**config.mk**
```make
export PLATFORM = sky130hd
export DESIGN_NAME = spi_cmd_router
export DESIGN_NICKNAME = d
export VERILOG_FILES = /design/src/design/spi_hub_pkg.sv /design/src/design/spi_cmd_router.sv
export VERILOG_INCLUDE_DIRS = /design/src /design/src/design
export SDC_FILE = /design/constraint.sdc
export NUM_CORES = 1
export LEC_CHECK = 0
export ABC_AREA = 0
export BUFFER_PORTS_ARGS = -buffer_cell sky130_fd_sc_hd__buf_2
export CAP_MARGIN = 10
export CORE_MARGIN = 2
export CORE_UTILIZATION = 48
export CTS_BUF_LIST = sky130_fd_sc_hd__clkbuf_4
export DETAILED_ROUTE_END_ITERATION = 6
export PLACE_DENSITY_LB_ADDON = 0.3
export SYNTH_ARGS = -nofsm -noshare
export SYNTH_HDL_FRONTEND = slang
export SYNTH_SLANG_ARGS = --single-unit
```
**constraint.sdc**
```tcl
create_clock -name clk -period 2.5 [get_ports clk]
set_input_delay 0.25 -clock clk [delete_from_list [all_inputs] [get_ports clk]]
set_output_delay 0.25 -clock clk [all_outputs]
set_load 0.1 [all_outputs]
```
**src/design/spi_hub_consts.svh**
```systemverilog
`ifndef SPI_HUB_CONSTS_SVH
`define SPI_HUB_CONSTS_SVH

// Number of independent SPI channels served by the hub.
`define SPI_NUM_CH 4

// One command frame is rw, a register address and a data byte.
`define SPI_CMD_WIDTH 12

`define SPI_READ_WIDTH 8

// System clocks per sclk half period, so one sclk bit takes twice this.
`define SPI_HALF_PERIOD 2

`endif

```
**src/design/spi_hub_pkg.sv**
```systemverilog
`include "spi_hub_consts.svh"

package spi_hub_pkg;

  // Bit 11 is rw, the address sits between rw and the data byte.
  typedef struct packed {
    logic                                           rw;
    logic [`SPI_CMD_WIDTH-`SPI_READ_WIDTH-2:0]      addr;
    logic [`SPI_READ_WIDTH-1:0]                     data;
  } spi_cmd_t;

  typedef struct packed {
    logic [$clog2(`SPI_NUM_CH)-1:0] ch;
    spi_cmd_t                       cmd;
  } spi_req_t;

  typedef struct packed {
    logic [$clog2(`SPI_NUM_CH)-1:0] ch;
    logic [`SPI_READ_WIDTH-1:0]     data;
  } spi_rsp_t;

  typedef enum logic [1:0] {
    IDLE,
    SHIFT_CMD,
    SHIFT_READ,
    FINISH
  } spi_state_e;

endpackage

```
**src/design/spi_cmd_router.sv**
```systemverilog
`timescale 1ns/1ps
`include "spi_hub_consts.svh"

module spi_cmd_router (
  input  logic                    clk,
  input  logic                    rst_n,
  input  spi_hub_pkg::spi_req_t   req,
  input  logic                    req_vld,
  input  logic [`SPI_NUM_CH-1:0]  busy,
  output spi_hub_pkg::spi_cmd_t   ch_cmd [`SPI_NUM_CH],
  output logic [`SPI_NUM_CH-1:0]  start,
  output logic                    cmd_drop
);

  logic [`SPI_NUM_CH-1:0] claimed;
  logic                   accept;

  // A channel whose start is still in flight has not raised busy yet,
  // so it counts as taken for one more cycle.
  assign claimed = busy | start;
  assign accept  = req_vld && !claimed[req.ch];

  always_ff @(posedge clk or negedge rst_n)
  begin
    if (!rst_n)
    begin
      start    <= '0;
      cmd_drop <= 1'b0;
    end
    else
    begin
      start    <= '0;
      cmd_drop <= req_vld && claimed[req.ch];
      if (accept)
        start[req.ch] <= 1'b1;
    end
  end

  always_ff @(posedge clk)
  begin
    if (accept)
      ch_cmd[req.ch] <= req.cmd;
  end

endmodule

```
======== Word level (Yosys, flattened, before mapping) ========
Index checks and enable logic that the tools add are counted.
word-level totals
  logic and storage cells ................. 33
  output and inout bits ................... 53
  register bits ........................... 53
  input port bits ......................... 21
operators by class
  multiplexer cells ....................... 8
  reduce and logical (&&, ||, !) cells .... 5
  bitwise operators ....................... 2
  order comparisons ....................... 4
operator list
  operator                                                                count
  48-bit bitwise mux                                                      1
  12-bit demux with 2-bit select                                          1
  12-bit 2-to-1 mux                                                       1
  1-bit logical AND                                                       4
  4-bit 2-to-1 mux                                                        1
  4-bit bitwise OR                                                        1
  3-bit >= comparator (second input constant)                             1
  2-bit by 3-bit < comparator with 1-bit output (second input constant)   1
  3-bit by 1-bit < comparator with 1-bit output (second input constant)   1
  2-bit inverter with 3-bit output                                        1
  1-bit binary-select mux with 2-bit select                               1
  1-bit demux with 2-bit select                                           1
  2-bit by 1-bit >= comparator with 1-bit output (second input constant)  1
  1-bit 2-to-1 mux                                                        2
  1-bit zero test                                                         1

======== Longest topological paths before layout ========
Gate-level depths: netlist of the first run.
  depth after elaboration ................. 6
  depth in mapped cells ................... 3
  depth with buffers taken out ............ 3

======== Worst setup path after synthesis of the first run ========
OpenSTA, ideal clock, no wires.
  kind .................................... register -> register
  start ................................... register start[0]
  end ..................................... register ch_cmd[36] (netlist bit), enable pin
  stages on the path, launching flop included .. 3
  period minus slack after synthesis ...... 2.792 ns
  buffers on the path ..................... 0
  setup slack ............................. -0.292 ns
  setup time .............................. 0.420 ns
  data required time ...................... 2.080 ns
  arrival ................................. 2.372 ns
  cell sequence ........................... dfrtp_1 > nor2_1 > nor4b_1
on the way
  word-level cells in the longest chain between the ends .. 5
ends and longest elaborated chain
  what                                       RTL line              RTL
  from (decl)                                spi_cmd_router.sv:11  output logic [`SPI_NUM_CH-1:0] start,
  from (signal assigned)                     spi_cmd_router.sv:27  start <= '0;
  from (signal assigned)                     spi_cmd_router.sv:32  start <= '0;
  from (signal, indexed assignment)          spi_cmd_router.sv:35  start[req.ch] <= 1'b1;
  4-bit bitwise OR                           spi_cmd_router.sv:20  assign claimed = busy | start;
  1-bit binary-select mux with 2-bit select  spi_cmd_router.sv:21  assign accept = req_vld && !claimed[req.ch];
  1-bit 2-to-1 mux (implied by the code)     spi_cmd_router.sv:21
  1-bit zero test                            spi_cmd_router.sv:21
  1-bit logical AND                          spi_cmd_router.sv:21
  to (signal, indexed assignment)            spi_cmd_router.sv:42  ch_cmd[req.ch] <= req.cmd;
  to (decl)                                  spi_cmd_router.sv:10  output spi_hub_pkg::spi_cmd_t ch_cmd [`SPI_NUM_CH],
No other way between the ends. The select of a mux whose other input is x is not followed.
A chain may end at the register's enable or synchronous reset.

======== Final worst setup path of the first run ========
  start ................................... register start[0]
  end ..................................... register ch_cmd[41] (netlist bit), enable pin
Same word-level chain as after synthesis.

==> results of run 1 <==
-- area by class of cell --
cell class,count,area [sq um]
clock inverters,3,65.1
clock buffers,5,37.5
inverters,1,3.75
repair buffers,74,375
flip-flops and latches,53,1570
well taps,46,57.6
multi-input cells,10,97.6
fillers,238,1110
-- worst max-delay path: cells and delay by family (launching register included) --
| kind | cells | cell delay [ns] |
|---|---|---|
| and+or+nand+nor | 2 | 0.88 |
| DFF | 1 | 0.39 |
-- per-layer routing --
layer | GRT usage, % | wire length (microns)
met3 | 5.05 | 243
met1 | 18.1 | 1090
met5 | 0 | 0
met4 | 9.44 | 47
met2 | 23.7 | 1310
-- flip-flops by register name, summed over array words and instances, names as in the netlist --
name	flops
ch_cmd	48
cmd_drop	1
start	4
-- per-stage QoR --
stage	setup slack, ns	total power, mW	cells	instance area [sq um]	hold WS (ns)
floorplan	0.344	1.14	64	1660	-0.0456
global placement	0.930	1.18	183	2090	0.0657
detailed placement	0.841	1.19	183	2090	0.0725
CTS	0.809	1.72	192	2200	0.0889
global route	0.696	1.76	192	2200	0.0868
finish	0.863	1.71	192	2200	0.109
-- synth_stat cells, drive strengths merged --
cell type / n
edfxtp: 48
dfrtp: 5
nor2: 5
and4b: 2
and4: 1
inv: 1
mux4: 1
nor4b: 1
-- report_power, final --
group          internal (mW)  switching (mW)
logic                 0.0290           0.149
registers              0.985         0.00387
clock network          0.310           0.230
-- logic make-up (layout without fill, tap and decap cells) --
| logic type | Yosys count | in the layout | synth area share (%) |
|---|---|---|---|
| simple gates | 9 | 9 | 3.63 |
| buf+inv | 1 | 83 | 0.227 |
| mux | 1 | 1 | 1.36 |
| flops | 53 | 53 | 94.8 |
-- path summary, 6_finish.rpt --
path,startpoint,cells after the start,slack (ns),endpoint
worst max-delay path,start[0],2,0.86,ch_cmd[41]
worst min-delay path,req[11],1,0.11,ch_cmd[23]
worst min register to register,start[0],2,0.65,start[0]
worst max register to register,start[0],2,0.86,ch_cmd[41]
min in group asynchronous,rst_n,2,0.23,start[1]
max in group asynchronous,rst_n,2,2.14,start[2]
-- repair_timing --
item | 4_1_cts | 5_1_grt
hold buffers | 1 | 0
setup buffers | 0 | 0
endpoints found under the hold margin | 5 | 0
==> summary.md, run 1 <==
| Metric | Value |
|---|---|
| Clock transition at path regs | `0.13 ns` |
| Critical Path AT | `1.62 ns` |
| Port Buf Inserts | `73` |
| Maximum clock insertion buffer count | `2` |
| Vias | `a little under 900` |
| Count of pins over their slew limit | `0` |
| Post-Syn Area | `between 1500 and 2000 sq um` |
| Mapped Cells | `between 60 and 70` |
| Worst min path class | `in2reg` |
| Crit Path Max Fanout | `13` |
| Pleak | `0.901 nW` |
| Peak VDD IR | `470 uV` |
| Most common cell after layout, fill and taps aside | `buf_2` |
| Total GRT Usage | `approximately 15%` |
| Placed wire-length estimate | `1920 microns` |
| Synth top area share | `87.2%` |
| Die W | `62.7 microns` |
| # rows | `21` |
| Io pins | `74` |
| Most frequent cells in the layout | `buf_2, edfxtp_1, nor2_1, clkbuf_4, dfrtp_1` |
| Pwr/cell area | `774 nW/um^2` |
| CTS tree | `yes` |
| Clock Tree Root | `clkbuf_4` |
| Post-layout util | `66.6%` |
| Clock Skew | `around 0.0037 ns` |
| RSZ-0062 raised after global routing | `no` |
| Worst path max stage delay | `0.72 ns` |
| Worst setup SP type | `register` |
| Total gr overflow | `0` |
| Worst setup EP type | `register` |
| Period Utilization, post-route | `65.5%` |
| Vias in the first global route | `876` |
| Post-synthesis sequential area ratio | `94.8%` |
| Largest net degree at the start of global routing | `17` |
| Status | `finished, final reports clean` |
| First-pass GRT wire length | `between 4000 and 5000 microns` |
| Warnings, synthesis | `0` |
| Main area contributors after synthesis | `edfxtp_1, dfrtp_1, and4b_2, mux4_2, nor2_1` |
| Synth area leader | `edfxtp_1` |
| Routed WL per cell | `14.0 microns` |
| # DRC | `0` |
| Routed vias/inst | `roughly 4.6` |
| Antenna Nets Post-Route | `0` |
| Die Area | `around 3900 sq um` |
| Fmax | `611 MHz` |
| Initial core utilization | `~50%` |
| Setup TNS | `0 ns` |
| H-tree level count | `2` |
| GP Congestion | `0.740` |
| CP Class | `reg2reg` |
| DRT Pass-1 Iters | `4` |
| Crit-path slowest cell | `nor4b_4` |
| Synth cell types | `8` |
| Final min period | `1.64 ns` |
| Worst Tran Pin Value | `0.841 ns` |
| TritonCTS sink count | `53` |
| Die Span Y | `~63 microns` |
| Area grow syn2layout | `33.3%` |
| Post-CTS Resized | `0` |
| Share of layout cells above drive strength 1 | `58.9%` |
| Drt initial violations | `25` |
| Worst skew pair latency | `0.34 ns` |
| CP Cell Sequence | `nor2_1, nor4b_4` |
| Seq cells post-synth | `53` |
| Post-synthesis net count | `85` |
| Core Area | `~3300 sq um` |
| Final hold vios | `0` |
| Initial antenna violation count | `0` |
| TritonCTS Buffers | `5` |
| Max cap viols | `0` |
| Setup violators final | `0` |
| Syn Area/Cell | `roughly 26 sq um` |
| Ant diodes | `0` |
| Slew Limit Headroom | `43.7%` |
| Layout Nets | `166` |
| WP data required | `between 2 and 2.5 ns` |
| Total Routed Length | `2700 microns` |
(Power assumes the default switching activity.)
==> run 2: changes to the inputs <==
--- a/config.mk
+++ b/config.mk
@@ -10,7 +10,7 @@
 export BUFFER_PORTS_ARGS = -buffer_cell sky130_fd_sc_hd__buf_2
 export CAP_MARGIN = 10
 export CORE_MARGIN = 2
-export CORE_UTILIZATION = 48
+export CORE_UTILIZATION = 43
 export CTS_BUF_LIST = sky130_fd_sc_hd__clkbuf_4
 export DETAILED_ROUTE_END_ITERATION = 6
 export PLACE_DENSITY_LB_ADDON = 0.3
==> constraint.sdc (replaced) <==
create_clock -name clk -period 1.4 [get_ports clk]
set_input_delay 0.14 -clock clk [delete_from_list [all_inputs] [get_ports clk]]
set_output_delay 0.14 -clock clk [all_outputs]
set_load 0.1 [all_outputs]
==> run 2 against run 1 <==
Compared with the run above:
- global-route usage rose by 0.27 points
- combinational power grew 100%
- flip-flop and latch count stayed put
- die area rose by 11%
- sequential power grew 79%
- final cell count increased by 9.4%
- count of clock-buffer cells in the layout did not move
- power is 63% higher
- sequential share of layout area is 3.9 points lower
- clock skew increased by 0.012 ns
- critical path depth down 1
- final area is 6.8% higher
- largest cell class unchanged
- highest routed layer unchanged
==> summary.md, run 2 (synthesis gave the netlist of run 1 again) <==
| Metric | Value |
|---|---|
| Status | `finished, final reports clean` |
| Period Utilization, post-route | `96.7%` |
| Total GRT Usage | `~15%` |
| Slew Limit Headroom | `between 60% and 70%` |
| Drt initial violations | `97` |
| Maximum clock insertion buffer count | `2` |
| Most frequent cells in the layout | `buf_2, edfxtp_1, dlygate4sd3_1` |
| First-pass GRT wire length | `4560 microns` |
| H-tree level count | `2` |
| Filler Cell Count | `280` |
| Clock transition at path regs | `0.13 ns` |
| Total Routed Length | `3210 microns` |
| Ant diodes | `0` |
| WP data required | `1.26 ns` |
| Initial core utilization | `44.8%` |
| Top reg by flops | `ch_cmd` |
| # DRC | `0` |
| Vias | `956` |
| Worst setup SP type | `register` |
| Core Area | `between 3000 and 4000 sq um` |
| Pleak | `~0.94 nW` |
| Max reg flops | `48` |
| Critical Path AT | `1.21 ns` |
| GP Congestion | `0.777` |
| Setup violators final | `0` |
| DRT Pass-1 Iters | `4` |
| Final hold vios | `0` |
| Layout Nets | `182` |
| Crit Path Max Fanout | `2` |
| Most common cell after layout, fill and taps aside | `buf_2` |
| Routed vias/inst | `4.55` |
| CP top delay family | `flip-flops` |
| Worst min path class | `in2reg` |
| RSZ-0062 raised after global routing | `no` |
| Count of pins over their slew limit | `0` |
| # rows | `22` |
| Largest net degree at the start of global routing | `18` |
| CP bufs+invs | `1` |
| Clock Skew | `0.0152 ns` |
| Post-CTS Repair Setup Buffers | `0` |
| Initial antenna violation count | `0` |
| Die Area | `4360 sq um` |
| CP Cell Sequence | `buf_2` |
| Max cap viols | `0` |
| Worst setup EP type | `primary output` |
| TritonCTS sink count | `53` |
| Post-layout util | `63.8%` |
| Clock Tree Root | `clkbuf_4` |
| CP Class | `reg2out` |
| Total gr overflow | `0` |
| Share of layout cells above drive strength 1 | `59.9%` |
| Crit-path slowest cell | `dfrtp_4` |
| Die Span Y | `66 microns` |
| Io pins | `74` |
| Post-route cell area | `about 2400 sq um` |
| Dpl cell area | `2160 sq um` |
| Peak VDD IR | `752 uV` |
| Power, Total | `between 2 and 3 mW` |
| Fmax | `739 MHz` |
| Worst skew pair latency | `0.37 ns` |
| TritonCTS Buffers | `5` |
| Worst path max stage delay | `0.43 ns` |
| Vias in the first global route | `946` |
| Final min period | `1.35 ns` |
| CTS tree | `yes` |
| Area grow syn2layout | `42.4%` |
| Placed wire-length estimate | `around 2300 microns` |
| Worst Tran Pin Value | `about 0.50 ns` |
| Antenna Nets Post-Route | `0` |
| Hold_ws | `about 0.08 ns` |
| Top flop regs | `ch_cmd (48), start (4), cmd_drop (1)` |
| Routed WL per cell | `15.3 microns` |
| Die W | `66 microns` |
| Pwr/cell area | `1180 nW/um^2` |
| Port Buf Inserts | `73` |
[run 2: per-layer routing]
| metal | up-vias | global-route usage (%) | part of all wire [%] |
|---|---|---|---|
| met5 | - | 0 | 0 |
| met1 | 458 | 16.8 | 38 |
| li1 | 448 | - | - |
| met3 | 6 | 4.60 | 7.3 |
| met4 | 0 | 9.69 | 1.7 |
| met2 | 44 | 26.0 | 53 |
[run 2: metrics by stage]
step | TNS, ns | instances | setup slack (ns)
after CTS | 0 | 210 | 0.0159
final | 0 | 210 | 0.0469
after detailed placement | 0 | 189 | 0.0749
after global placement | 0 | 189 | 0.120
after floorplan | -3.79 | 64 | -0.253
after global routing | 0 | 210 | 0.0107
[run 2: power by group]
group	internal (mW)	total, mW	switching, mW	leakage (nW)
clock network	0.200	0.662	0.462	0.0316
registers	1.76	1.77	0.00801	0.496
logic	0.0818	0.356	0.274	0.416
[run 2: path summary, 6_finish.rpt]
kind                               start    endpoint  cells past startpoint  slack, ns
worst max-delay path            start[1]    start[1]                      1       0.05
max in group asynchronous          rst_n    start[0]                      2       1.15
min in group asynchronous          rst_n    start[1]                      2       0.10
worst min-delay path             req_vld    cmd_drop                      3       0.08
worst max register to register  start[0]  ch_cmd[46]                      3       0.06
worst min register to register  start[3]    start[3]                      2       0.78
[run 2: timing repair]
item	CTS	global route
hold buffers	13	0
endpoints found under the setup margin	0	2
hold endpoints to repair	50	0
gates resized for setup	0	2
[run 2: worst register-to-register path: stages, from the launching register on]
cell	delay (ns)
dfrtp_4	0.50
nor2_2	0.11
nor4b_4	0.20
buf_4	0.25
[run 2: layout make-up]
type	count	area [sq um]	share of cell area [%]
tap	48	60.1	2.55
inverter	1	3.75	0.159
clock inverter	3	21.3	0.904
sequential	53	1580	67.2
clock buffer	5	37.5	1.59
timing repair buffer	90	543	23.1
multi-input combinational	10	106	4.52
