===== config.mk =====
export PLATFORM = sky130hd
export DESIGN_NAME = spi_master
export DESIGN_NICKNAME = d
export VERILOG_FILES = /design/src/design/spi_hub_pkg.sv /design/src/design/spi_master.sv
export VERILOG_INCLUDE_DIRS = /design/src /design/src/design
export SDC_FILE = /design/constraint.sdc
export NUM_CORES = 1
export LEC_CHECK = 0
export BUFFER_PORTS_ARGS = -buffer_cell sky130_fd_sc_hd__buf_2
export CAP_MARGIN = 20
export CORE_ASPECT_RATIO = 1.75
export CORE_MARGIN = 3
export CORE_UTILIZATION = 45
export DETAILED_ROUTE_END_ITERATION = 10
export GPL_TIMING_DRIVEN = 0
export PLACE_DENSITY = 0.7
export SLEW_MARGIN = 10
export SYNTH_ARGS = -nofsm -noshare
export SYNTH_HDL_FRONTEND = slang
export SYNTH_SLANG_ARGS = --single-unit

===== constraint.sdc =====
create_clock -name clk -period 1.8 [get_ports clk]
set_clock_uncertainty 0.1 [all_clocks]
set_input_delay 0.18 -clock clk [delete_from_list [all_inputs] [get_ports clk]]
set_output_delay 0.18 -clock clk [all_outputs]
set_load 0.02 [all_outputs]

===== src/design/spi_hub_consts.svh =====
`ifndef SPI_HUB_CONSTS_SVH
`define SPI_HUB_CONSTS_SVH

// Number of independent SPI channels served by the hub.
`define SPI_NUM_CH 4

// One command frame is rw, a register address and a data byte.
`define SPI_CMD_WIDTH 12

`define SPI_READ_WIDTH 8

// System clocks per sclk half period, so one sclk bit takes twice this.
`define SPI_HALF_PERIOD 2

`endif


===== src/design/spi_hub_pkg.sv =====
`include "spi_hub_consts.svh"

package spi_hub_pkg;

  // Bit 11 is rw, the address sits between rw and the data byte.
  typedef struct packed {
    logic                                           rw;
    logic [`SPI_CMD_WIDTH-`SPI_READ_WIDTH-2:0]      addr;
    logic [`SPI_READ_WIDTH-1:0]                     data;
  } spi_cmd_t;

  typedef struct packed {
    logic [$clog2(`SPI_NUM_CH)-1:0] ch;
    spi_cmd_t                       cmd;
  } spi_req_t;

  typedef struct packed {
    logic [$clog2(`SPI_NUM_CH)-1:0] ch;
    logic [`SPI_READ_WIDTH-1:0]     data;
  } spi_rsp_t;

  typedef enum logic [1:0] {
    IDLE,
    SHIFT_CMD,
    SHIFT_READ,
    FINISH
  } spi_state_e;

endpackage


===== src/design/spi_master.sv =====
`timescale 1ns/1ps
`include "spi_hub_consts.svh"

module spi_master (
  input  logic                       clk,
  input  logic                       rst_n,
  input  spi_hub_pkg::spi_cmd_t      cmd,
  input  logic                       start,
  output logic                       busy,
  output logic                       sclk,
  output logic                       cs_n,
  output logic                       mosi,
  input  logic                       miso,
  output logic                       rd_vld,
  output logic [`SPI_READ_WIDTH-1:0] rd_data
);

  import spi_hub_pkg::*;

  localparam int HALF_W = ($clog2(`SPI_HALF_PERIOD) > 0) ? $clog2(`SPI_HALF_PERIOD) : 1;
  localparam int BIT_W  = $clog2(`SPI_CMD_WIDTH);

  spi_state_e                 state;
  spi_state_e                 state_nxt;
  logic [HALF_W-1:0]          half_cnt;
  logic [BIT_W-1:0]           bit_cnt;
  logic [`SPI_CMD_WIDTH-1:0]  cmd_shift;
  logic [`SPI_READ_WIDTH-1:0] rd_shift;
  logic                       rd_mode;
  logic                       tick;
  logic                       sclk_rise;
  logic                       sclk_fall;
  logic                       cmd_last;
  logic                       rd_last;

  // The divider ends a half period on tick; sclk toggles there.
  assign tick      = (half_cnt == HALF_W'(`SPI_HALF_PERIOD - 1));
  assign sclk_rise = tick && !sclk;
  assign sclk_fall = tick && sclk;
  assign cmd_last  = (bit_cnt == BIT_W'(`SPI_CMD_WIDTH - 1));
  assign rd_last   = (bit_cnt == BIT_W'(`SPI_READ_WIDTH - 1));

  assign busy    = (state != IDLE);
  assign rd_data = rd_shift;

  always_comb
  begin
    state_nxt = state;
    case (state)
      IDLE:
        if (start)
          state_nxt = SHIFT_CMD;
      SHIFT_CMD:
        if (sclk_fall && cmd_last)
          state_nxt = rd_mode ? SHIFT_READ : FINISH;
      SHIFT_READ:
        if (sclk_fall && rd_last)
          state_nxt = FINISH;
      FINISH:
        if (tick)
          state_nxt = IDLE;
      default:
        state_nxt = IDLE;
    endcase
  end

  always_ff @(posedge clk or negedge rst_n)
  begin
    if (!rst_n)
    begin
      state    <= IDLE;
      half_cnt <= '0;
      bit_cnt  <= '0;
      sclk     <= 1'b0;
      cs_n     <= 1'b1;
      mosi     <= 1'b0;
      rd_mode  <= 1'b0;
      rd_vld   <= 1'b0;
    end
    else
    begin
      state  <= state_nxt;
      rd_vld <= 1'b0;
      if (state == IDLE)
      begin
        half_cnt <= '0;
        bit_cnt  <= '0;
        if (start)
        begin
          // First bit is on mosi as soon as cs_n falls.
          cs_n    <= 1'b0;
          mosi    <= cmd.rw;
          rd_mode <= !cmd.rw;
        end
      end
      else
      begin
        half_cnt <= tick ? '0 : half_cnt + 1'b1;
        if (state != FINISH && tick)
          sclk <= !sclk;
        if (sclk_fall)
        begin
          if ((state == SHIFT_CMD && cmd_last) || (state == SHIFT_READ && rd_last))
            bit_cnt <= '0;
          else
            bit_cnt <= bit_cnt + 1'b1;
          if (state == SHIFT_CMD && !cmd_last)
            mosi <= cmd_shift[`SPI_CMD_WIDTH-2];
          else
            mosi <= 1'b0;
        end
        if (state == FINISH && tick)
        begin
          cs_n   <= 1'b1;
          rd_vld <= rd_mode;
        end
      end
    end
  end

  always_ff @(posedge clk)
  begin
    if (state == IDLE && start)
      cmd_shift <= cmd;
    else if (state == SHIFT_CMD && sclk_fall)
      cmd_shift <= {cmd_shift[`SPI_CMD_WIDTH-2:0], 1'b0};
    // The peripheral updates miso after the falling edge, so sample on the rising one.
    if (state == SHIFT_READ && sclk_rise)
      rd_shift <= {rd_shift[`SPI_READ_WIDTH-2:0], miso};
  end

endmodule


# After elaboration in Yosys (flattened, before gate mapping)
# Index checks and enable logic that the tools add are counted.
# classes
add_sub_neg	2
n_eq_ne	10
mux	22
n_bitwise	1
n_reduce_logical	26
# op_table
cell	n
$mux W11	2
$logic_and A1 B1 Y1	12
$mux W1	12
$mux W4	3
$ne A2 B2 Y1 const B	5
$mux W2	4
$pmux W2 S4	1
$reduce_and A2 Y1	4
$reduce_bool A2 Y1	4
$add A4 B1 Y4 const B	1
$eq A2 B2 Y1 const B	2
$eq A4 B3 Y1 const B	1
$eq A4 B4 Y1 const B	1
$reduce_and A4 Y1	1
$logic_not A1 Y1	3
$eq A2 B1 Y1 const B	1
$logic_not A2 Y1	1
$add A1 B1 Y1 const B	1
$logic_or A1 B1 Y1	1
$not A1 Y1	1
# word_totals
regBits	31
in_bits	16
out_inout_bits	13
elab_cells	71

# Longest topological paths before layout
# Gate-level depths: netlist of the first run.
# depth
ltp_word	6
depth_mapped	7
ltp_nobuf	6

# Worst setup path before layout of the first run
# Ideal clock, no wire load.
# synth_timing
kind	reg-to-reg
from	reg state[0]
to	reg cmd_shift[1], data pin
t_arrival_ns	1.458
required_ns	1.440
slack_ns	-0.018
path_stages_with_launch	7
period_less_slack_ns	1.818
cell_sequence	dfrtp_1 inv_1 ha_1 buf_4 nand2_1 buf_2 mux2_2
# synth_via
elab_chain_len	3
# synth_lines
item	line_no	source
from (decl)	spi_master.sv:23	spi_state_e state;
from (signal assigned)	spi_master.sv:82	state <= state_nxt;
$logic_not A2 Y1	spi_master.sv:123	if (state == IDLE && start)
$logic_and A1 B1 Y1	spi_master.sv:123	
$mux W11	spi_master.sv:123	
to (signal assigned)	spi_master.sv:124	cmd_shift <= cmd;
to (signal assigned)	spi_master.sv:126	cmd_shift <= {cmd_shift[`SPI_CMD_WIDTH-2:0], 1'b0};
to (decl)	spi_master.sv:27	logic [`SPI_CMD_WIDTH-1:0] cmd_shift;
# No other way between the ends.
# A chain may end at the register's enable or synchronous reset.

# Final worst setup path of the first run
# layout_timing
from	reg state[0]
to	reg state[0]
# layout_via
elab_chain_len	3
elab_cells_between_ends	10
classes_between	eq/ne (7); mux (1); reduce/logical (2)
# layout_lines
item	line_no	source
$eq A2 B2 Y1, or another cell as far along	spi_master.sv:49	case (state)
$ne A2 B2 Y1 (no line)	n/a	
$reduce_and A4 Y1 (no line)	n/a	
# Several ways; a longest one is shown, not always the timed one.

==> out/metrics.csv, run 1 <==
stage,metric,value,unit
global_route,grt met1 use,0.174,
power,Internal,1.91,mW
global_route,GRT busiest layer,met2,
power,logic gate share of total power,0.392,
logic_synthesis,Mapped Area,0.00141,mm2
logic_synthesis,post-synthesis mux area share,0.0959,
drt,Routed wire per std cell,14.5,um
power,Seq pwr share,0.400,
worst_hold_path,Hold Path End,cmd_shift[9],
cells_and_area,Sequential cell area,872,um2
worst_hold_path,Hold Path Origin,cmd[9],
sta,Slew HR,0.735,
cells_and_area,filler instances,271,
sta,crit path time final,1.72,ns
logic_synthesis,cell count after synthesis,105,
cells_and_area,final core utilization,0.602,
floorplan,Die H,80.0,um
global_route,largest net degree at the start of global routing,13,
logic_synthesis,synth warn,0,
worst_setup_path,R2R cell count,6,
logic_synthesis,post-synthesis adder-cell area fraction,0.0444,
sta,Fin. Hold Viols,0,
place,post-DP HPWL,2.00,mm
floorplan,core area,0.00296,mm2
sta,period utilization,0.958,
worst_setup_path,worst reg2reg startpoint,state[0],
logic_synthesis,simple-gate portion of the synthesized area,0.126,
floorplan,Row Count,26,
logic_synthesis,Synth Area in Compound Gates,0.0755,
clocking,CTS buffer count,5,
global_route,total track usage,0.171,
worst_setup_path,Crit. End Element,register,
cells_and_area,Layout area overhead,26.6,%
cells_and_area,footprint of the multi-input gates,513,um2
floorplan,num ports,29,
place,IO Port Bufs,28,
logic_synthesis,top area cells in the synthesized netlist,"edfxtp_1, dfrtp_1, mux2_2, ha_1, nand2_1",
job,maxcap violations,0,
clocking,Clock Root Buffer,clkbuf_8,
worst_hold_path,Worst Hold Depth,2,
sta,unrepaired setup endpoints after global routing,false,
global_route,initial antenna violation count,0,
logic_synthesis,largest family of logic cells by synthesized area,simple AND/OR/NAND/NOR gates,
worst_setup_path,CP max FO,5,
clocking,CTS tree,done,
power,sw power,1.02,mW
logic_synthesis,syn nets,126,
worst_setup_path,"Critical Path, Cell by Cell",buf_4 > ha_1 > and2b_1 > o21ai_2 > o2111ai_2 > mux2_2,
floorplan,Die Wd,48.3,um
logic_synthesis,post-synthesis xor/xnor area fraction,0.00622,
cells_and_area,Final nets,166,
worst_setup_path,max incr delay on CP,0.39,ns
global_route,global-route wire length before repair,4.56,mm
cells_and_area,antenna cells,0,
clocking,clock latency on the worst-skew pair,0.28,ns
power,clock power share,0.208,
logic_synthesis,syn avg cell area,13.4,um2
worst_setup_path,Crit-path slowest cell,dfrtp_1,
drt,Vias,954,
worst_setup_path,CP required,1.87,ns
drt,starting DRC count in detailed routing,9,
global_route,GR Util met2,0.295,
worst_setup_path,worst flop-to-flop path endpoint,state[0],
sta,Total Neg Setup Slack,0,ns
clocking,clock sink count,31,
drt,Routed WL,2.72,mm
worst_hold_path,min-delay worst type,primary input to register,
clocking,Bufs on Longest Clock Path,2,
worst_setup_path,CP Data Arrival Time,1.79,ns
drt,vias per cell,5.07,
global_route,met3 usage,0.0497,
cells_and_area,share of layout cells above drive strength 1,0.432,
sta,final slew viol count,0,
sta,Max Fclk,580,MHz
power,worst vdd ir,0.956,mV
power,Total Power,2.93,mW
worst_setup_path,critical path class,register to register,
sta,worst slew pin tran,0.397,ns
clocking,H-tree lvl count,2,
floorplan,Initial Util,0.476,
power,power per cell area,1640,mW/mm2
global_route,grt total ovfl,0,
place,gp weighted congestion,0.846,
logic_synthesis,number of synthesized register bits,31,
global_route,vias in the first global route,1000,
worst_setup_path,R2R setup slack,0.08,ns
logic_synthesis,post-synth top area share,0.405,
status,status,finished clean,
drt,remaining routing DRC violations,0,
power,Switching Share,0.349,
power,Pleak,0.751,nW
logic_synthesis,register area share after synthesis,0.619,
logic_synthesis,post-synthesis cell type count,35,
sta,final setup vio count,0,
worst_setup_path,CP startpoint kind,register,
clocking,clock transition at the registers of the reported paths,0.07,ns
logic_synthesis,cell taking the most area after synthesis,edfxtp_1,
sta,worst hold margin,0.0946,ns
drt,Routed Antenna Nets,0,
drt,drt pass-1 iters,4,
floorplan,die area,0.00386,mm2
==> layout make-up <==
| class | instances | area share |
|---|---|---|
| plain buffers | 4 | 0.0232 |
| clock buffers | 7 | 0.0540 |
| clock inverters | 1 | 0.00421 |
| inverters | 4 | 0.00842 |
| multi-input cells | 66 | 0.288 |
| flip-flops and latches | 31 | 0.489 |
| well taps | 42 | 0.0295 |
| repair buffers | 33 | 0.104 |
==> power by group through the flow <==
| stage | sequential (mW) | clock, mW | combinational, mW |
|---|---|---|---|
| floorplan | 1.24 | 0 | 0.723 |
| global placement | 1.19 | 0 | 1.01 |
| detailed placement | 1.21 | 0 | 1.05 |
| CTS | 1.17 | 0.627 | 1.14 |
| global route | 1.20 | 0.647 | 1.27 |
| finish | 1.17 | 0.610 | 1.15 |
==> worst max path at each step <==
stage | startpoint | endpoint | slack (ns) | depth (start not counted)
global route | state[1] | cmd_shift[9] | 0.004 | 6
CTS | state[1] | state[1] | 0.04 | 6
floorplan | state[0] | cmd_shift[1] | 0.03 | 6
detailed placement | state[0] | cmd_shift[8] | -0.24 | 6
global placement | state[0] | cmd_shift[6] | -0.16 | 6
finish | state[0] | state[0] | 0.08 | 6
==> Yosys cell counts (all sizes together) <==
master    n
a211o     1
a211oi    1
a21oi     6
a2bb2oi   1
and2      1
and2b     1
and3      1
and3b     2
and4      1
buf       4
dfrtp    11
dfstp     1
edfxtp   19
ha        5
inv       4
mux2     12
nand2    11
nand2b    1
nand3     4
nand3b    2
nand4     1
nor2      3
nor2b     1
nor3      1
nor3b     1
o2111ai   1
o211ai    1
o21ai     5
o22ai     1
xor2      1
==> flip-flops by register name, indices dropped and copies added (netlist names) <==
signal     count
cs_n           1
cmd_shift     11
state          2
mosi           1
bit_cnt        4
rd_mode        1
sclk           1
rd_vld         1
rd_data        8
half_cnt       1
==> per-stage QoR <==
stage | cell area [um2] | setup slack (ns) | cells
global route | 1780 | 0.00414 | 188
CTS | 1770 | 0.0369 | 188
floorplan | 1410 | 0.0266 | 105
global placement | 1600 | -0.160 | 175
finish | 1780 | 0.0759 | 188
detailed placement | 1600 | -0.236 | 175
==> cells in the final DEF (no fill, tap or decap), drive strengths merged, types with 2 or more instances in the layout <==
cell type and n:
edfxtp 19, nand3b 2, clkbuf 7, a21oi 6, buf 34, dlygate4sd3 3
inv 4, nand3 4, mux2 12, o21ai 5, nand2 11, nor2 3
and3b 2, ha 5, dfrtp 11
==> worst max-delay path: cells and delay by family (launching register included) <==
| kind | cells | cell delay (ns) |
|---|---|---|
| DFF | 1 | 0.39 |
| muxes | 1 | 0.30 |
| AOI/OAI and AO/OA | 2 | 0.25 |
| adders and majority gates | 1 | 0.23 |
| and+or+nand+nor | 1 | 0.18 |
| buffers and inverters | 1 | 0.16 |
==> kinds of logic (layout without fill, tap and decap cells) <==
logic type | count (synthesis) | in the layout
buf+inv | 8 | 49
flops | 31 | 31
simple gates | 31 | 31
mux | 12 | 12
compound gates | 17 | 17
xor+xnor | 1 | 1
fa+ha+maj | 5 | 5
==> per-layer routing <==
metal,vias to the layer above,share of wire
li1,463,-
met1,461,0.38
met2,23,0.55
met3,7,0.052
met4,0,0.025
met5,-,0
==> repair_timing <==
action	4_1_cts	5_1_grt
endpoints found under the setup margin	21	29
pin swaps	0	1
setup buffers	2	0
gates resized for setup	4	5
hold buffers	3	0
endpoints found under the hold margin	14	0
Power figures use the tool's default switching activity.
==> run 2, diff against run 1 <==
--- a/config.mk
+++ b/config.mk
@@ -6,15 +6,17 @@
 export SDC_FILE = /design/constraint.sdc
 export NUM_CORES = 1
 export LEC_CHECK = 0
-export BUFFER_PORTS_ARGS = -buffer_cell sky130_fd_sc_hd__buf_2
+export ABC_AREA = 1
 export CAP_MARGIN = 20
 export CORE_ASPECT_RATIO = 1.75
 export CORE_MARGIN = 3
 export CORE_UTILIZATION = 45
 export DETAILED_ROUTE_END_ITERATION = 10
+export DONT_BUFFER_PORTS = 1
 export GPL_TIMING_DRIVEN = 0
-export PLACE_DENSITY = 0.7
+export PLACE_DENSITY = 0.62
 export SLEW_MARGIN = 10
 export SYNTH_ARGS = -nofsm -noshare
 export SYNTH_HDL_FRONTEND = slang
 export SYNTH_SLANG_ARGS = --single-unit
+export TNS_END_PERCENT = 10
==> run 2 against run 1 <==
- critical path type unchanged
- largest cell class unchanged
- core utilization down 3.2 points
- register-to-register slack better by 0.03 ns
- synthesized area down 1.2%
- largest power group unchanged
- setup slack better by 0.025 ns
==> out/metrics.csv, run 2 <==
stage,metric,value,unit
cells_and_area,footprint of the multi-input gates,492,um2
worst_setup_path,origin of the worst setup path,state[0],
floorplan,Initial Util,0.476,
sta,Slew HR,0.623,
worst_setup_path,critical path class,register to register,
drt,remaining routing DRC violations,0,
cells_and_area,Biggest register,cmd_shift,
floorplan,die area,0.00382,mm2
cells_and_area,max reg flops,11,
drt,Vias,985,
clocking,clock sink count,31,
clocking,clock latency on the worst-skew pair,0.28,ns
logic_synthesis,register area share after synthesis,0.626,
clocking,CTS buffer count,5,
logic_synthesis,Mapped Area,0.00139,mm2
global_route,vias in the first global route,1005,
worst_setup_path,CP Data Arrival Time,1.59,ns
clocking,Bufs on Longest Clock Path,2,
worst_setup_path,worst flop-to-flop path endpoint,cmd_shift[0],
floorplan,Die Wd,48.1,um
logic_synthesis,Post-synth EDFFs,19,
cells_and_area,antenna cells,0,
sta,Max Fclk,589,MHz
sta,worst slew pin tran,0.563,ns
sta,worst hold margin,0.0372,ns
drt,vias per cell,5.35,
cells_and_area,Layout area overhead,19.9,%
worst_hold_path,Worst Hold Depth,2,
global_route,global-route wire length before repair,4.56,mm
place,placed cell area,0.00143,mm2
worst_hold_path,Hold Path End,cmd_shift[0],
sta,period utilization,0.944,
logic_synthesis,synth warn,0,
worst_setup_path,R2R cell count,5,
worst_setup_path,CP required,1.69,ns
global_route,grt total ovfl,0,
power,clock power share,0.190,
place,post-DP HPWL,1.80,mm
logic_synthesis,syn nets,156,
clocking,clock transition at the registers of the reported paths,0.06,ns
drt,Routed Antenna Nets,0,
cells_and_area,filler instances,249,
global_route,initial antenna violation count,0,
cells_and_area,Final nets,176,
worst_hold_path,min-delay worst type,primary input to register,
power,sw power,1.03,mW
global_route,largest net degree at the start of global routing,13,
cells_and_area,share of layout cells above drive strength 1,0.128,
logic_synthesis,"FFs w/ async S/R, synth",0.387,
worst_hold_path,Hold Path Origin,cmd[0],
logic_synthesis,synth cell count leaders,"nand2_1, edfxtp_1, dfrtp_1, nand3_1, inv_1",
logic_synthesis,syn avg cell area,10.3,um2
clocking,CTS tree,done,
sta,Fin. Hold Viols,0,
power,Switching Share,0.385,
worst_setup_path,CP startpoint kind,register,
floorplan,Row Count,26,
sta,final setup vio count,0,
logic_synthesis,most common flop cell mapped by yosys,edfxtp_1,
logic_synthesis,"count leader, synth",nand2_1,
logic_synthesis,top area cells in the synthesized netlist,"edfxtp_1, dfrtp_1, nand2_1, ha_1, nand3_1",
power,power per cell area,1610,mW/mm2
drt,starting DRC count in detailed routing,45,
floorplan,core area,0.00293,mm2
drt,Routed WL,2.66,mm
sta,crit path time final,1.70,ns
drt,Routed wire per std cell,14.5,um
sta,Total Neg Setup Slack,0,ns
clocking,Clock Root Buffer,clkbuf_8,
sta,unrepaired setup endpoints after global routing,false,
cells_and_area,most frequent cells in the layout,"nand2_1, edfxtp_1, dlygate4sd3_1, nand3_1, dfrtp_1",
power,worst vdd ir,0.911,mV
place,IO Port Bufs,0,
floorplan,Die H,79.6,um
worst_setup_path,R2R setup slack,0.10,ns
global_route,total track usage,0.171,
worst_setup_path,CP max FO,11,
power,Internal,1.65,mW
floorplan,num ports,29,
worst_setup_path,Crit. End Element,register,
power,Pleak,0.716,nW
worst_setup_path,worst reg2reg startpoint,state[0],
logic_synthesis,post-synthesis cell type count,22,
sta,final slew viol count,0,
place,gp weighted congestion,0.832,
status,status,finished clean,
cells_and_area,"commonest non-fill, non-tap cell in the layout",nand2_1,
logic_synthesis,cell taking the most area after synthesis,edfxtp_1,
cells_and_area,Sequential cell area,872,um2
job,maxcap violations,0,
logic_synthesis,cell count after synthesis,135,
power,Seq pwr share,0.472,
clocking,H-tree lvl count,2,
drt,drt pass-1 iters,4,
cells_and_area,final instance area,0.00167,mm2
power,logic gate share of total power,0.338,
logic_synthesis,post-synth top area share,0.410,
logic_synthesis,number of synthesized register bits,31,
-- run 2: cell count changes in the layout (fill, tap and decap cells not counted), sizes merged, moves of 2 or more --
| cell | before | now |
|---|---|---|
| nand4 | 1 | 4 |
| nor2 | 3 | 5 |
| mux2 | 12 | 0 |
| dlygate4sd3 | 3 | 13 |
| and3b | 2 | 0 |
| inv | 4 | 11 |
| nand3 | 4 | 12 |
| buf | 34 | 2 |
| nand2 | 11 | 50 |
-- run 2: cell families (layout without fill, tap and decap cells) --
family | count (synthesis) | after routing | synth area share
AOI/OAI and AO/OA | 11 | 11 | 0.0422
xor gates and xnor gates | 2 | 2 | 0.0126
adders and majority gates | 5 | 5 | 0.0449
buffers and inverters | 14 | 35 | 0.0413
DFF | 31 | 31 | 0.626
and+or+nand+nor | 72 | 72 | 0.233
-- run 2: critical path, stage by stage, from the launching register on --
cell     delay [ns]
dfrtp_1        0.43
inv_1          0.12
ha_2           0.24
nand2_2        0.14
buf_2          0.24
nand2_8        0.14
-- run 2: area by class of cell --
type,count,share of cell area
sequential,31,0.522
multi-input combinational,90,0.294
inverter,12,0.0292
buffer,2,0.00749
tap,28,0.0210
timing repair buffer,13,0.0779
clock buffer,8,0.0479
-- run 2: worst max path at each step --
stage,endpoint,slack [ns]
finish,cmd_shift[0],0.10
global route,cmd_shift[5],0.01
CTS,cmd_shift[0],0.03
detailed placement,cmd_shift[0],-0.29
global placement,cmd_shift[2],-0.23
floorplan,cmd_shift[0],0.05
-- run 2: metal layers --
metal | up-vias | track usage | wire, um
met5 | - | 0 | 0
met4 | 0 | 0.0755 | 53
met3 | 5 | 0.0609 | 129
met2 | 32 | 0.268 | 1440
met1 | 464 | 0.201 | 1030
li1 | 484 | - | -
-- run 2: power by group through the flow --
stage | clock (mW) | sequential [mW] | combinational (mW)
2_1_floorplan | 0 | 1.24 | 0.671
3_3_place_gp | 0 | 1.27 | 0.801
3_5_place_dp | 0 | 1.28 | 0.834
4_1_cts | 0.530 | 1.27 | 0.886
5_1_grt | 0.561 | 1.31 | 1.04
6_report | 0.510 | 1.27 | 0.907
-- run 2: what timing repair did --
item / CTS / global route
cloned: 0 / 0
endpoints found under the setup margin: 29 / 29
hold endpoints to repair: 25 / 0
gates resized for setup: 4 / 4
setup buffers: 0 / 0
hold buffers: 13 / 0
-- run 2: through the flow --
step / power (mW) / utilization / setup WS [ns] / instances
floorplan: 1.91 / - / 0.0466 / 135
global placement: 2.07 / 0.488 / -0.227 / 163
detailed placement: 2.11 / 0.488 / -0.288 / 163
CTS: 2.68 / 0.564 / 0.0322 / 184
global route: 2.90 / 0.571 / 0.0102 / 184
finish: 2.69 / 0.571 / 0.101 / 184
==> run 3, diff against run 2 <==
--- a/config.mk
+++ b/config.mk
@@ -15,6 +15,7 @@
 export DONT_BUFFER_PORTS = 1
 export GPL_TIMING_DRIVEN = 0
 export PLACE_DENSITY = 0.62
+export REMOVE_ABC_BUFFERS = 1
 export SLEW_MARGIN = 10
 export SYNTH_ARGS = -nofsm -noshare
 export SYNTH_HDL_FRONTEND = slang
==> run 3 against run 2 <==
- register-to-register slack better by 0.03 ns
- fmax grew 2.1%
- sequential power barely moved
- global-route usage shrank 1.2 points
- clock power up 37%
- count of clock-buffer cells in the layout shrank 2
- combinational power grew 2.5%
- wire length is 0.90% lower
- setup slack improved by 0.035 ns
- first-iteration DRC count down 58%
- non-clock buffer count down 2
- largest cell class unchanged
==> out/metrics.csv, run 3 (synthesized netlist as in run 2, its figures left out) <==
stage,metric,value,unit
worst_setup_path,CP required,1.86,ns
cells_and_area,antenna cells,0,
drt,Routed Antenna Nets,0,
worst_setup_path,max incr delay on CP,0.43,ns
sta,period utilization,0.924,
power,Internal,1.83,mW
sta,Slew HR,0.627,
drt,Routed WL,2.64,mm
power,Switching Share,0.370,
global_route,global-route wire length before repair,4.31,mm
cells_and_area,filler instances,240,
worst_setup_path,CP Buf/Inv Count,2,
cells_and_area,Final Non-Filler Cells,183,
clocking,clock latency on the worst-skew pair,0.28,ns
floorplan,num ports,29,
drt,vias per cell,5.58,
clocking,H-tree lvl count,2,
sta,worst slew pin tran,0.558,ns
place,IO Port Bufs,0,
power,worst vdd ir,0.996,mV
drt,Vias,1021,
floorplan,Initial Util,0.476,
power,Seq pwr share,0.439,
power,clock power share,0.241,
cells_and_area,final core utilization,0.583,
drt,Routed wire per std cell,14.4,um
floorplan,Die H,79.6,um
cells_and_area,share of layout cells above drive strength 1,0.148,
power,sw power,1.07,mW
power,Total Power,2.90,mW
worst_setup_path,critical path class,register to register,
worst_setup_path,"Critical Path, Cell by Cell",inv_1 > ha_4 > clkinvlp_4 > nand2_2 > nand2_1 > a21oi_1 > a21oi_1,
cells_and_area,Biggest register,cmd_shift,
cells_and_area,Layout area overhead,22.6,%
sta,final setup vio count,0,
drt,remaining routing DRC violations,0,
clocking,clock transition at the registers of the reported paths,0.07,ns
clocking,Bufs on Longest Clock Path,2,
cells_and_area,"commonest non-fill, non-tap cell in the layout",nand2_1,
job,maxcap violations,0,
global_route,grt total ovfl,0,
worst_setup_path,Crit-path slowest cell,dfrtp_1,
sta,Fin. Hold Viols,0,
worst_setup_path,Crit. End Element,register,
sta,final slew viol count,0,
place,gp weighted congestion,0.793,
power,Pleak,0.738,nW
worst_setup_path,CP startpoint kind,register,
clocking,CTS buffer count,5,
drt,drt pass-1 iters,4,
floorplan,Die Wd,48.1,um
cells_and_area,max reg flops,11,
floorplan,die area,0.00382,mm2
worst_setup_path,CP Data Arrival Time,1.73,ns
clocking,clock sink count,31,
power,power per cell area,1700,mW/mm2
place,post-DP HPWL,1.70,mm
worst_hold_path,min-delay worst type,primary input to register,
worst_setup_path,"delay-heaviest family, CP",flip-flops,
floorplan,Row Count,26,
clocking,CTS tree,done,
cells_and_area,Final nets,175,
worst_setup_path,CP max FO,6,
global_route,initial antenna violation count,0,
clocking,Clock Root Buffer,clkbuf_8,
sta,Max Fclk,601,MHz
global_route,total track usage,0.159,
power,logic gate share of total power,0.320,
place,Placed Cells,161,
worst_setup_path,most used cell along the critical path,a21oi_1,
global_route,vias in the first global route,1014,
sta,unrepaired setup endpoints after global routing,false,
sta,crit path time final,1.66,ns
drt,starting DRC count in detailed routing,19,
global_route,largest net degree at the start of global routing,17,
cells_and_area,most frequent cells in the layout,"nand2_1, edfxtp_1, dlygate4sd3_1, nand3_1, dfrtp_1",
status,status,finished clean,
floorplan,core area,0.00293,mm2
-- run 3: cell types whose count changed in the layout (fill, tap and decap cells not counted) --
cell and change:
ha_2 -1, clkinv_2 +2, nand2_2 -1, ha_4 +1
nand2_4 +2, bufinv_16 +1, buf_2 -1, buf_4 -1
nand2_8 -1, clkbuf_8 +1, clkbuf_1 -3, clkinvlp_2 +1
inv_1 -1
-- run 3: layout make-up --
cell class | instances | area [um2] | area share
Tap cell | 28 | 35.0 | 0.0205
Clock inverter | 2 | 35.0 | 0.0205
Timing Repair inverter | 1 | 5.00 | 0.00293
Multi-Input combinational cell | 90 | 498 | 0.292
Timing Repair Buffer | 13 | 130 | 0.0762
Clock buffer | 6 | 82.6 | 0.0484
Sequential cell | 31 | 872 | 0.511
Inverter | 12 | 50.0 | 0.0293
-- run 3: power by group through the flow --
stage	logic (mW)	clock network, mW	registers, mW
4_1_cts	0.839	0.715	1.27
6_report	0.930	0.699	1.28
2_1_floorplan	0.645	0	1.24
3_5_place_dp	0.794	0	1.28
5_1_grt	1.07	0.746	1.31
3_3_place_gp	0.769	0	1.27
-- run 3: path summary, 6_finish.rpt --
path / startpoint / endpoint / slack, ns / cells past startpoint
worst min-delay path: cmd[0] / cmd_shift[0] / 0.02 / 2
min in group asynchronous: rst_n / state[0] / 0.23 / 1
worst min register to register: rd_mode / rd_mode / 0.41 / 2
worst max register to register: state[0] / mosi / 0.14 / 7
worst max-delay path: state[0] / mosi / 0.14 / 7
max in group asynchronous: rst_n / cs_n / 1.00 / 1
-- run 3: worst reg2reg max path: stages (launching register included) --
cell and delay [ns]:
dfrtp_1 0.43, inv_1 0.16, ha_4 0.22, clkinvlp_4 0.23, nand2_2 0.17, nand2_1 0.06
a21oi_1 0.11, a21oi_1 0.07
-- run 3: metal layers --
layer / GRT usage / up-vias / part of all wire / routed length [um]
met4: 0.0782 / 0 / 0.030 / 79
met3: 0.0497 / 9 / 0.054 / 142
li1: - / 483 / - / -
met5: 0 / - / 0 / 0
met2: 0.257 / 38 / 0.54 / 1410
met1: 0.179 / 491 / 0.38 / 1000
-- run 3: per-stage QoR --
stage	setup slack [ns]	cell area, um2	hold WS, ns	TNS [ns]
after floorplan	0.0389	1380	-0.216	0
after global placement	-0.283	1420	-0.215	-5.66
after detailed placement	-0.328	1420	-0.215	-6.98
after CTS	-0.0998	1670	0.00636	-0.255
after global routing	0.00642	1710	0.0301	0
final	0.136	1710	0.0156	0
-- run 3: what timing repair did --
action                                  4_1_cts  5_1_grt
setup buffers                                 0        0
gates cloned                                  0        1
endpoints found under the setup margin       32       30
endpoints found under the hold margin        25        0
gates resized for setup                       4        6
hold buffers                                 13        0
